File: src/rtl/periph_bus_pkg.sv
// Peripheral bus constants
`default_nettype none

package periph_bus_pkg;

  //////////////////////////////////////////////////////////////////////
  // Wishbone widths
  //////////////////////////////////////////////////////////////////////

  localparam int unsigned BusAddrWidth  = 32;
  localparam int unsigned BusDataWidth  = 32;
  localparam int unsigned BusByteEnable = 4;

  // Register index inside a device is a word offset
  localparam int unsigned RegAddrWidth = 8;
  localparam int unsigned RegAddrLsb   = 2;   // Byte address bits 1:0 dropped

  //////////////////////////////////////////////////////////////////////
  // Address map
  //////////////////////////////////////////////////////////////////////

  localparam int unsigned DevSelLsb   = 10;  // Select field at bits 11:10
  localparam int unsigned DevSelWidth = 2;

  // Select value 3 is unmapped, as is any set bit above the field
  localparam logic [DevSelWidth-1:0] DevGpio  = 2'd0;
  localparam logic [DevSelWidth-1:0] DevPwm   = 2'd1;
  localparam logic [DevSelWidth-1:0] DevTimer = 2'd2;

endpackage

`default_nettype wire

File: src/rtl/periph_reg_pkg.sv
// Device register definitions
`default_nettype none

package periph_reg_pkg;

  // Device widths
  localparam int unsigned GpiWidth   = 13;
  localparam int unsigned GpoWidth   = 24;
  localparam int unsigned PwmWidth   = 12;
  localparam int unsigned PwmCtrSize = 8;
  localparam int unsigned MtimeWidth = 64;

  // GPIO offsets
  localparam int unsigned GpioOutReg = 0;
  localparam int unsigned GpioInReg  = 1;

  // Timer offsets, low half first
  localparam int unsigned TimerMtimeLoReg = 0;
  localparam int unsigned TimerMtimeHiReg = 1;
  localparam int unsigned TimerCmpLoReg   = 2;
  localparam int unsigned TimerCmpHiReg   = 3;

  // PWM channel word, seen by the bus as raw and by the counter as fields
  typedef union packed {
    logic [periph_bus_pkg::BusDataWidth-1:0] raw;
    struct packed {
      logic [periph_bus_pkg::BusDataWidth-2*PwmCtrSize-1:0] rsvd;
      logic [PwmCtrSize-1:0]                                period;
      logic [PwmCtrSize-1:0]                                duty;   // Low byte
    } f;
  } pwm_cfg_u;

  // Byte-lane write of new_word over old_word
  function automatic logic [periph_bus_pkg::BusDataWidth-1:0] merge_bytes(
    input logic [periph_bus_pkg::BusDataWidth-1:0]  old_word,
    input logic [periph_bus_pkg::BusDataWidth-1:0]  new_word,
    input logic [periph_bus_pkg::BusByteEnable-1:0] sel
  );
    logic [periph_bus_pkg::BusDataWidth-1:0] merged;
    merged = old_word;
    for (int b = 0; b < periph_bus_pkg::BusByteEnable; b++) begin
      if (sel[b]) merged[8*b +: 8] = new_word[8*b +: 8];
    end
    return merged;
  endfunction

endpackage

`default_nettype wire

File: src/rtl/wb_device_decode.sv
// Wishbone device decoder
`default_nettype none
`timescale 1ns/10ps

module wb_device_decode
  import periph_bus_pkg::*;
(
  input  logic                     clk_sys_i,
  input  logic                     rst_sys_ni,

  // Wishbone classic target
  input  logic                     wb_cyc_i,
  input  logic                     wb_stb_i,
  input  logic                     wb_we_i,
  input  logic [BusAddrWidth-1:0]  wb_adr_i,
  input  logic [BusByteEnable-1:0] wb_sel_i,
  input  logic [BusDataWidth-1:0]  wb_dat_i,
  output logic [BusDataWidth-1:0]  wb_dat_o,
  output logic                     wb_ack_o,
  output logic                     wb_err_o,

  // Shared device request
  input  logic [BusDataWidth-1:0]  gpio_rdata_i,
  input  logic [BusDataWidth-1:0]  pwm_rdata_i,
  input  logic [BusDataWidth-1:0]  tmr_rdata_i,
  output logic                     gpio_req_o,
  output logic                     pwm_req_o,
  output logic                     tmr_req_o,
  output logic                     dev_we_o,
  output logic [RegAddrWidth-1:0]  dev_addr_o,
  output logic [BusDataWidth-1:0]  dev_wdata_o,
  output logic [BusByteEnable-1:0] dev_sel_o
);

  logic [DevSelWidth-1:0]  dev_sel;
  logic                    addr_high;
  logic                    unmapped;
  logic                    rsp_pending;
  logic                    accept;
  logic [BusDataWidth-1:0] rdata_mux;

  assign dev_sel   = wb_adr_i[DevSelLsb +: DevSelWidth];
  assign addr_high = |wb_adr_i[BusAddrWidth-1:DevSelLsb+DevSelWidth];
  assign unmapped  = addr_high | !(dev_sel inside {DevGpio, DevPwm, DevTimer});

  // A response in flight blocks a second accept of the same request
  assign rsp_pending = wb_ack_o | wb_err_o;
  assign accept      = wb_cyc_i & wb_stb_i & ~rsp_pending;

  assign gpio_req_o = accept & ~unmapped & (dev_sel == DevGpio);
  assign pwm_req_o  = accept & ~unmapped & (dev_sel == DevPwm);
  assign tmr_req_o  = accept & ~unmapped & (dev_sel == DevTimer);

  assign dev_we_o    = wb_we_i;
  assign dev_addr_o  = wb_adr_i[RegAddrLsb +: RegAddrWidth];
  assign dev_wdata_o = wb_dat_i;
  assign dev_sel_o   = wb_sel_i;

  always_comb begin
    rdata_mux = '0;
    if (!unmapped) begin
      case (dev_sel)
        DevGpio:  rdata_mux = gpio_rdata_i;
        DevPwm:   rdata_mux = pwm_rdata_i;
        DevTimer: rdata_mux = tmr_rdata_i;
        default:  rdata_mux = '0;
      endcase
    end
  end

  //////////////////////////////////////////////////////////////////////
  // Response
  //////////////////////////////////////////////////////////////////////

  always_ff @(posedge clk_sys_i or negedge rst_sys_ni) begin
    if (!rst_sys_ni) begin
      wb_ack_o <= 1'b0;
      wb_err_o <= 1'b0;
    end else begin
      wb_ack_o <= accept & ~unmapped;
      wb_err_o <= accept & unmapped;
    end
  end

  always_ff @(posedge clk_sys_i) begin
    if (accept) wb_dat_o <= rdata_mux; // Same edge as ack
  end

  // Only one kind of response per access
  assert property (@(posedge clk_sys_i) disable iff (!rst_sys_ni)
    !(wb_ack_o && wb_err_o))
    else $error("ack and err high together");

  assert property (@(posedge clk_sys_i) disable iff (!rst_sys_ni)
    rsp_pending |=> !rsp_pending)
    else $error("bus response held for two cycles");

endmodule

`default_nettype wire

File: src/rtl/gpio_block.sv
// GPIO register block
`default_nettype none
`timescale 1ns/10ps

module gpio_block
  import periph_bus_pkg::*;
  import periph_reg_pkg::*;
(
  input  logic                     clk_sys_i,
  input  logic                     rst_sys_ni,

  input  logic                     req_i,
  input  logic                     we_i,
  input  logic [RegAddrWidth-1:0]  reg_addr_i,
  input  logic [BusDataWidth-1:0]  wdata_i,
  input  logic [BusByteEnable-1:0] sel_i,
  output logic [BusDataWidth-1:0]  rdata_o,

  input  logic [GpiWidth-1:0]      gp_i,
  output logic [GpoWidth-1:0]      gp_o
);

  logic [GpoWidth-1:0]     gpo_q;
  logic [BusDataWidth-1:0] gpo_merged;
  logic                    gpo_wr;
  logic [GpiWidth-1:0]     gpi_meta_q;
  logic [GpiWidth-1:0]     gpi_sync_q;

  // Output register

  assign gpo_wr     = req_i & we_i & (reg_addr_i == RegAddrWidth'(GpioOutReg));
  assign gpo_merged = merge_bytes(BusDataWidth'(gpo_q), wdata_i, sel_i);

  always_ff @(posedge clk_sys_i or negedge rst_sys_ni) begin
    if (!rst_sys_ni) begin
      gpo_q <= '0;
    end else if (gpo_wr) begin
      gpo_q <= gpo_merged[GpoWidth-1:0]; // Upper lanes dropped
    end
  end

  assign gp_o = gpo_q;

  // Input synchronizer, two flops
  always_ff @(posedge clk_sys_i or negedge rst_sys_ni) begin
    if (!rst_sys_ni) begin
      gpi_meta_q <= '0;
      gpi_sync_q <= '0;
    end else begin
      gpi_meta_q <= gp_i;
      gpi_sync_q <= gpi_meta_q;
    end
  end

  // Read data, zero-extended
  always_comb begin
    rdata_o = '0;
    if (req_i) begin
      case (reg_addr_i)
        RegAddrWidth'(GpioOutReg): rdata_o = BusDataWidth'(gpo_q);
        RegAddrWidth'(GpioInReg):  rdata_o = BusDataWidth'(gpi_sync_q);
        default:                   rdata_o = '0;   // Unused offset
      endcase
    end
  end

endmodule

`default_nettype wire

File: src/rtl/pwm_block.sv
// PWM channel block
`default_nettype none
`timescale 1ns/10ps

module pwm_block
  import periph_bus_pkg::*;
  import periph_reg_pkg::*;
(
  input  logic                     clk_sys_i,
  input  logic                     rst_sys_ni,

  input  logic                     req_i,
  input  logic                     we_i,
  input  logic [RegAddrWidth-1:0]  reg_addr_i,
  input  logic [BusDataWidth-1:0]  wdata_i,
  input  logic [BusByteEnable-1:0] sel_i,
  output logic [BusDataWidth-1:0]  rdata_o,

  output logic [PwmWidth-1:0]      pwm_o
);

  pwm_cfg_u            cfg_q [PwmWidth];  // One word per channel
  logic [PwmWidth-1:0] chan_wr;

  //////////////////////////////////////////////////////////////////////
  // Channels
  //////////////////////////////////////////////////////////////////////

  for (genvar i = 0; i < PwmWidth; i++) begin : gen_chan
    logic [PwmCtrSize-1:0] ctr_q;
    logic [PwmCtrSize-1:0] duty_q;     // Active duty
    logic [PwmCtrSize-1:0] period_q;   // Active period
    logic                  wrap;

    assign chan_wr[i] = req_i & we_i & (reg_addr_i == RegAddrWidth'(i));

    always_ff @(posedge clk_sys_i or negedge rst_sys_ni) begin
      if (!rst_sys_ni) begin
        cfg_q[i] <= '0;
      end else if (chan_wr[i]) begin
        cfg_q[i].raw <= merge_bytes(cfg_q[i].raw, wdata_i, sel_i);
      end
    end

    // Period zero wraps every cycle, so the counter sits at zero
    assign wrap = (ctr_q == period_q);

    always_ff @(posedge clk_sys_i or negedge rst_sys_ni) begin
      if (!rst_sys_ni) begin
        ctr_q    <= '0;
        duty_q   <= '0;
        period_q <= '0;
      end else if (wrap) begin
        ctr_q    <= '0;
        duty_q   <= cfg_q[i].f.duty;    // New config only at wrap
        period_q <= cfg_q[i].f.period;
      end else begin
        ctr_q <= ctr_q + 1'b1;
      end
    end

    assign pwm_o[i] = (period_q != '0) & (ctr_q < duty_q);

    // Counter stays within the period loaded at the last wrap
    assert property (@(posedge clk_sys_i) disable iff (!rst_sys_ni)
      ctr_q <= period_q)
      else $error("PWM channel %0d counter past its period", i);
  end : gen_chan

  //////////////////////////////////////////////////////////////////////
  // Read back
  //////////////////////////////////////////////////////////////////////

  always_comb begin
    rdata_o = '0;
    if (req_i) begin
      for (int c = 0; c < PwmWidth; c++) begin
        if (reg_addr_i == RegAddrWidth'(c)) rdata_o = cfg_q[c].raw;
      end
    end
  end

endmodule

`default_nettype wire

File: src/rtl/mtimer_block.sv
// Machine timer
`default_nettype none
`timescale 1ns/10ps

module mtimer_block
  import periph_bus_pkg::*;
  import periph_reg_pkg::*;
(
  input  logic                     clk_sys_i,
  input  logic                     rst_sys_ni,

  input  logic                     req_i,
  input  logic                     we_i,
  input  logic [RegAddrWidth-1:0]  reg_addr_i,
  input  logic [BusDataWidth-1:0]  wdata_i,
  input  logic [BusByteEnable-1:0] sel_i,
  output logic [BusDataWidth-1:0]  rdata_o,

  output logic                     timer_irq_o
);

  logic [MtimeWidth-1:0]   mtime_q;
  logic [MtimeWidth-1:0]   mtimecmp_q;
  logic                    irq_q;
  logic                    wr_en;
  logic                    mtime_lo_wr;
  logic                    mtime_hi_wr;
  logic                    cmp_lo_wr;
  logic                    cmp_hi_wr;
  logic [BusDataWidth-1:0] mtime_lo;
  logic [BusDataWidth-1:0] mtime_hi;
  logic [BusDataWidth-1:0] cmp_lo;
  logic [BusDataWidth-1:0] cmp_hi;

  assign mtime_lo = mtime_q[BusDataWidth-1:0];
  assign mtime_hi = mtime_q[MtimeWidth-1:BusDataWidth];
  assign cmp_lo   = mtimecmp_q[BusDataWidth-1:0];
  assign cmp_hi   = mtimecmp_q[MtimeWidth-1:BusDataWidth];

  assign wr_en       = req_i & we_i;
  assign mtime_lo_wr = wr_en & (reg_addr_i == RegAddrWidth'(TimerMtimeLoReg));
  assign mtime_hi_wr = wr_en & (reg_addr_i == RegAddrWidth'(TimerMtimeHiReg));
  assign cmp_lo_wr   = wr_en & (reg_addr_i == RegAddrWidth'(TimerCmpLoReg));
  assign cmp_hi_wr   = wr_en & (reg_addr_i == RegAddrWidth'(TimerCmpHiReg));

  //////////////////////////////////////////////////////////////////////
  // Counter and compare
  //////////////////////////////////////////////////////////////////////

  // A half write replaces that cycle's increment
  always_ff @(posedge clk_sys_i or negedge rst_sys_ni) begin
    if (!rst_sys_ni) begin
      mtime_q <= '0;
    end else if (mtime_lo_wr) begin
      mtime_q <= {mtime_hi, merge_bytes(mtime_lo, wdata_i, sel_i)};
    end else if (mtime_hi_wr) begin
      mtime_q <= {merge_bytes(mtime_hi, wdata_i, sel_i), mtime_lo};
    end else begin
      mtime_q <= mtime_q + 1'b1;
    end
  end

  always_ff @(posedge clk_sys_i or negedge rst_sys_ni) begin
    if (!rst_sys_ni) begin
      mtimecmp_q <= '1;                  // Keeps the interrupt off
    end else if (cmp_lo_wr) begin
      mtimecmp_q <= {cmp_hi, merge_bytes(cmp_lo, wdata_i, sel_i)};
    end else if (cmp_hi_wr) begin
      mtimecmp_q <= {merge_bytes(cmp_hi, wdata_i, sel_i), cmp_lo};
    end
  end

  // Level interrupt, one cycle behind the compare
  always_ff @(posedge clk_sys_i or negedge rst_sys_ni) begin
    if (!rst_sys_ni) begin
      irq_q <= 1'b0;
    end else begin
      irq_q <= (mtime_q >= mtimecmp_q);
    end
  end

  assign timer_irq_o = irq_q;

  always_comb begin
    rdata_o = '0;
    if (req_i) begin
      case (reg_addr_i)
        RegAddrWidth'(TimerMtimeLoReg): rdata_o = mtime_lo;
        RegAddrWidth'(TimerMtimeHiReg): rdata_o = mtime_hi;
        RegAddrWidth'(TimerCmpLoReg):   rdata_o = cmp_lo;
        RegAddrWidth'(TimerCmpHiReg):   rdata_o = cmp_hi;
        default:                        rdata_o = '0;
      endcase
    end
  end

  // Reset values of mtime and mtimecmp keep the first cycle quiet
  assert property (@(posedge clk_sys_i) $rose(rst_sys_ni) |=> !timer_irq_o)
    else $error("timer interrupt right after reset");

endmodule

`default_nettype wire

File: src/rtl/periph_subsys.sv
// Peripheral subsystem top
`default_nettype none
`timescale 1ns/10ps

module periph_subsys
  import periph_bus_pkg::*;
  import periph_reg_pkg::*;
(
  input  logic                     clk_sys_i,
  input  logic                     rst_sys_ni,

  // Wishbone target
  input  logic                     wb_cyc_i,
  input  logic                     wb_stb_i,
  input  logic                     wb_we_i,
  input  logic [BusAddrWidth-1:0]  wb_adr_i,
  input  logic [BusByteEnable-1:0] wb_sel_i,
  input  logic [BusDataWidth-1:0]  wb_dat_i,
  output logic [BusDataWidth-1:0]  wb_dat_o,
  output logic                     wb_ack_o,
  output logic                     wb_err_o,

  input  logic [GpiWidth-1:0]      gp_i,
  output logic [GpoWidth-1:0]      gp_o,
  output logic [PwmWidth-1:0]      pwm_o,
  output logic                     timer_irq_o
);

  // Device side of the decoder
  logic                     gpio_req;
  logic                     pwm_req;
  logic                     tmr_req;
  logic                     dev_we;
  logic [RegAddrWidth-1:0]  dev_addr;
  logic [BusDataWidth-1:0]  dev_wdata;
  logic [BusByteEnable-1:0] dev_sel;
  logic [BusDataWidth-1:0]  gpio_rdata;
  logic [BusDataWidth-1:0]  pwm_rdata;
  logic [BusDataWidth-1:0]  tmr_rdata;

  wb_device_decode u_decode (
    .clk_sys_i, .rst_sys_ni,
    .wb_cyc_i, .wb_stb_i, .wb_we_i, .wb_adr_i, .wb_sel_i, .wb_dat_i,
    .wb_dat_o, .wb_ack_o, .wb_err_o,
    .gpio_rdata_i(gpio_rdata), .pwm_rdata_i(pwm_rdata), .tmr_rdata_i(tmr_rdata),
    .gpio_req_o  (gpio_req),   .pwm_req_o  (pwm_req),   .tmr_req_o  (tmr_req),
    .dev_we_o    (dev_we),     .dev_addr_o (dev_addr),
    .dev_wdata_o (dev_wdata),  .dev_sel_o  (dev_sel)
  );

  gpio_block u_gpio (
    .clk_sys_i, .rst_sys_ni,
    .req_i(gpio_req), .we_i(dev_we), .reg_addr_i(dev_addr),
    .wdata_i(dev_wdata), .sel_i(dev_sel), .rdata_o(gpio_rdata),
    .gp_i, .gp_o
  );

  pwm_block u_pwm (
    .clk_sys_i, .rst_sys_ni,
    .req_i(pwm_req), .we_i(dev_we), .reg_addr_i(dev_addr),
    .wdata_i(dev_wdata), .sel_i(dev_sel), .rdata_o(pwm_rdata),
    .pwm_o
  );

  mtimer_block u_timer (
    .clk_sys_i, .rst_sys_ni,
    .req_i(tmr_req), .we_i(dev_we), .reg_addr_i(dev_addr),
    .wdata_i(dev_wdata), .sel_i(dev_sel), .rdata_o(tmr_rdata),
    .timer_irq_o
  );

endmodule

`default_nettype wire

File: config.mk
export PLATFORM = sky130hd
export DESIGN_NAME = periph_subsys
export DESIGN_NICKNAME = d
export VERILOG_FILES = /design/src/rtl/periph_bus_pkg.sv /design/src/rtl/periph_reg_pkg.sv /design/src/rtl/wb_device_decode.sv /design/src/rtl/gpio_block.sv /design/src/rtl/pwm_block.sv /design/src/rtl/mtimer_block.sv /design/src/rtl/periph_subsys.sv
export SDC_FILE = /design/constraint.sdc
export NUM_CORES = 2
export LEC_CHECK = 0
export ABC_AREA = 0
export BUFFER_PORTS_ARGS = -buffer_cell sky130_fd_sc_hd__buf_2
export CORE_UTILIZATION = 28
export CTS_CLUSTER_DIAMETER = 200
export CTS_CLUSTER_SIZE = 40
export DETAILED_ROUTE_END_ITERATION = 12
export PLACE_DENSITY = 0.43
export SLEW_MARGIN = 10
export SYNTH_ARGS = -nofsm -noshare
export SYNTH_HDL_FRONTEND = slang
export SYNTH_SLANG_ARGS = --single-unit
File: constraint.sdc
create_clock -name clk_sys_i -period 2.8 [get_ports clk_sys_i]
set_input_delay 0.14 -clock clk_sys_i [delete_from_list [all_inputs] [get_ports clk_sys_i]]
set_output_delay 0.14 -clock clk_sys_i [all_outputs]
set_load 0.05 [all_outputs]
==> impl_metrics.csv <==
group,metric,value,unit
sta,min_period_over_period,0.960,
synth,ys_ff_latch,885,
global_routing,grt_max_degree,92,
synth,synth_compound_area_frac,0.0919,
routing,ant_nets,0,
critical_path,required,2.66,ns
routing,avgViaCountPerCell,5.16,
placement,place_congestion,0.893,
clocking,cts.sinks,885,
clocking,cts_buffer_depth,3,
critical_path,ff2ff_path_depth,10,
synth,syn-cell-area,44500,um2
synth,ys_seq_area_frac,0.503,
floorplan,initial_core_util,0.283,
layout,layout-drive-gt1-share,0.367,
sta,timing.final.max_slew_violations,0,
sta,holdWs,-0.0137,ns
synth,synth_nets,3866,
synth,synth_common_cells,"789 x dfrtp_1, 692 x mux2_2, 217 x a21oi_1",
synth,yosys.area_share.adder,0.0452,
clocking,worstSkewPairLatency,0.72,ns
synth,async_flop_share,0.964,
sta,rsz0062_at_grt,"yes",
critical_path,critPathLaunchType,"flop",
clocking,cts_root_buffer,"clkbuf_16",
synth,synth_mux_area_frac,0.212,
routing,vias,31364,
synth,synth_edf_count,32,
routing,wirelength,156000,um
clocking,numCtsBuffers,26,
global_routing,grt.overflow.total,0,
global_routing,grt_pass1_wl,228000,um
critical_path,critical_path_arrival,2.55,ns
power_and_ir_drop,ir_drop,0.000468,V
min_path,hold_path_class,"in2async",
synth,synth_top_family_by_area,"multiplexers",
floorplan,die_width,401,um
synth,synth_top_area_share,0.443,
floorplan,fp-row-count,145,
placement,placed_cell_area,49800,um2
sta,worstMarginPinSlew,0.810,ns
sta,fin_setup_tns,0,ns
sta,slew_headroom,0.460,
layout,multi_input_area,21100,um2
layout,fill_cells,15982,
sta,finClkSkew,0.0717,ns
floorplan,ios,157,
job,maxCapViolCount,0,
synth,synthFlopType,"dfrtp_1",
layout,fin_area,51300,um2
critical_path,cp_max_fo,2,
synth,synthTopCellsByArea,"dfrtp_1 44%, mux2_2 17%, ha_1 4.5%, dfstp_2 3.8%, mux4_2 3.1%",
routing,drtIter0Drc,2445,
sta,report.final.hold_viol_count,2,
synth,synth.distinct_cells,95,
synth,yosys.area_share.simple,0.0867,
power_and_ir_drop,p_per_area,390,nW/um2
placement,dp_cells,5975,
power_and_ir_drop,intPower,15.0,mW
clocking,clkSlewWorstSetupHoldPaths,0.15,ns
routing,wl_per_cell,25.7,um
placement,dpl.hpwl,116000,um
status,status,"complete, but fails checks",
power_and_ir_drop,seqPwrFrac,0.644,
floorplan,die_area,161000,um2
power_and_ir_drop,p_comb_frac,0.054,
power_and_ir_drop,pwr-share-clk,0.301,
global_routing,track_usage,0.191,
sta,finalCriticalPeriod,2.69,ns
power_and_ir_drop,swShare,0.253,
clocking,htreeDepth,1,
layout,seq_area,22400,um2
synth,synthCells,3619,
sta,setup_viol,0,
synth,yosys.area.top_type,"dfrtp_1",
critical_path,end_kind,"primary output",
power_and_ir_drop,switchingPower,5.06,mW
floorplan,core,157000,um2
synth,avgSynthCellArea,12.3,um2
layout,fin_nets,4240,
status,violations,"negative hold slack",
synth,synth.most_common_cell,"dfrtp_1",
sta,max_freq,372,MHz
floorplan,die_y,401,um
critical_path,critical_path_class,"reg2out",
global_routing,grt_pass1_vias,31509,
layout,fin_cells,6074,
synth,ys_warn_count,0,
routing,firstDrtPassIters,7,
clocking,cts_tree,"done",
global_routing,antenna_found_initial,15,
synth,yosys.area_share.xor_xnor,0.0332,
layout,area.growth.synth_to_final,15.2,%
power_and_ir_drop,leakage,23.6,nW
routing,drc,0,
placement,port_buffers,154,
## power by group through the flow
| stage | Sequential, mW | Clock (mW) | Combinational, mW |
|---|---|---|---|
| 4_1_cts | 12.9 | 6.31 | 1.11 |
| 3_5_place_dp | 13.1 | 0 | 1.07 |
| 6_report | 12.9 | 6.04 | 1.09 |
| 5_1_grt | 12.9 | 6.67 | 1.17 |
| 2_1_floorplan | 13.2 | 0 | 0.271 |
| 3_3_place_gp | 13.1 | 0 | 1.08 |
## cell type report
type                            instances  share of cell area
Timing Repair Buffer                  486              0.0740
Sequential cell                       885               0.437
Inverter                              165              0.0121
Clock buffer                           45              0.0141
Clock inverter                          3             0.00102
Multi-Input combinational cell       2429               0.412
Tap cell                             2058              0.0502
Antenna cell                            3            0.000146
## per-layer routing
| layer | track usage | share of wire | vias to the layer above |
|---|---|---|---|
| li1 | - | - | 14054 |
| met1 | 0.288 | 0.49 | 16425 |
| met2 | 0.289 | 0.44 | 763 |
| met3 | 0.0237 | 0.049 | 118 |
| met4 | 0.0404 | 0.023 | 4 |
| met5 | 0 | 0.00017 | - |
## timing repair
item,CTS,global route
cloned,0,0
setup endpoints to repair,13,14
pin swaps,11,30
setup buffers,10,4
resized for setup,45,22
hold buffers,34,0
endpoints found under the hold margin,445,0
## cells in the final DEF, fill, tap and decap left out, drive strengths merged, types with 15 or more instances in the layout
cell type,netlist,layout
dfrtp,789,789
mux2,692,692
buf,55,452
a21oi,217,217
inv,165,165
ha,161,161
nor2,157,157
xor2,156,156
nand2,156,156
nand3,120,120
o21ai,118,118
nor4,69,69
dfstp,64,64
mux4,63,63
clkbuf,85,45
o22ai,41,41
and3,41,41
dlygate4sd3,0,34
edfxtp,32,32
a21o,31,31
nand4,31,31
a211oi,30,30
nor3,29,29
a22oi,27,27
mux2i,22,22
and2,19,19
a221o,18,18
a31oi,18,18
nand2b,15,15
## flip-flops by register name, summed over array words and instances (netlist names)
name / flops
u_pwm.cfg_q: 384
u_pwm.gen_chan.ctr_q: 96
u_pwm.gen_chan.duty_q: 96
u_pwm.gen_chan.period_q: 96
u_timer.mtime_q: 64
u_timer.mtimecmp_q: 64
u_decode.wb_dat_o: 32
u_gpio.gp_o: 24
u_gpio.gpi_meta_q: 13
u_gpio.gpi_sync_q: 13
u_decode.wb_ack_o: 1
u_decode.wb_err_o: 1
u_timer.timer_irq_o: 1
## critical path: stages (launching register included)
cell and delay [ns]:
dfrtp_2 0.46, ha_4 0.24, a21o_1 0.17, a21o_1 0.16
a211oi_2 0.17, o21bai_1 0.12, a31oi_2 0.33, buf_6 0.21
## cell families after synthesis
| kind of cell | count (synthesis) |
|---|---|
| AOI/OAI and AO/OA | 640 |
| xor gates and xnor gates | 169 |
| adders and majority gates | 161 |
| buffers and inverters | 305 |
| DFF | 885 |
| muxes | 777 |
| and+or+nand+nor | 682 |
## worst paths after layout
path / from / endpoint / slack (ns)
worst max-delay path: u_pwm.gen_chan[1].ctr_q[1]$_DFF_PN0_ / pwm_o[1] / 0.11
worst min-delay path: rst_sys_ni / u_pwm.gen_chan[0].ctr_q[0]$_DFF_PN0_ / -0.01
worst max register to register: u_timer.mtimecmp_q[17]$_DFFE_PN1P_ / u_timer.timer_irq_o$_DFF_PN0_ / 0.14
worst min register to register: u_gpio.gpi_meta_q[1]$_DFF_PN0_ / u_gpio.gpi_sync_q[1]$_DFF_PN0_ / 0.37
max in group asynchronous: rst_sys_ni / u_timer.mtimecmp_q[48]$_DFFE_PN1P_ / 1.77
min in group clk_sys_i: wb_dat_i[20] / u_timer.mtimecmp_q[52]$_DFFE_PN1P_ / 0.03
## metrics by stage
stage | utilization | setup slack (ns) | total power [mW]
after floorplan | - | -0.0428 | 13.4
after global placement | 0.317 | -0.0266 | 14.2
after detailed placement | 0.317 | -0.0551 | 14.2
after CTS | 0.325 | 0.00280 | 20.3
after global routing | 0.327 | -0.0407 | 20.8
final | 0.327 | 0.111 | 20.0
Note: power is estimated with default switching activity, not from simulation.
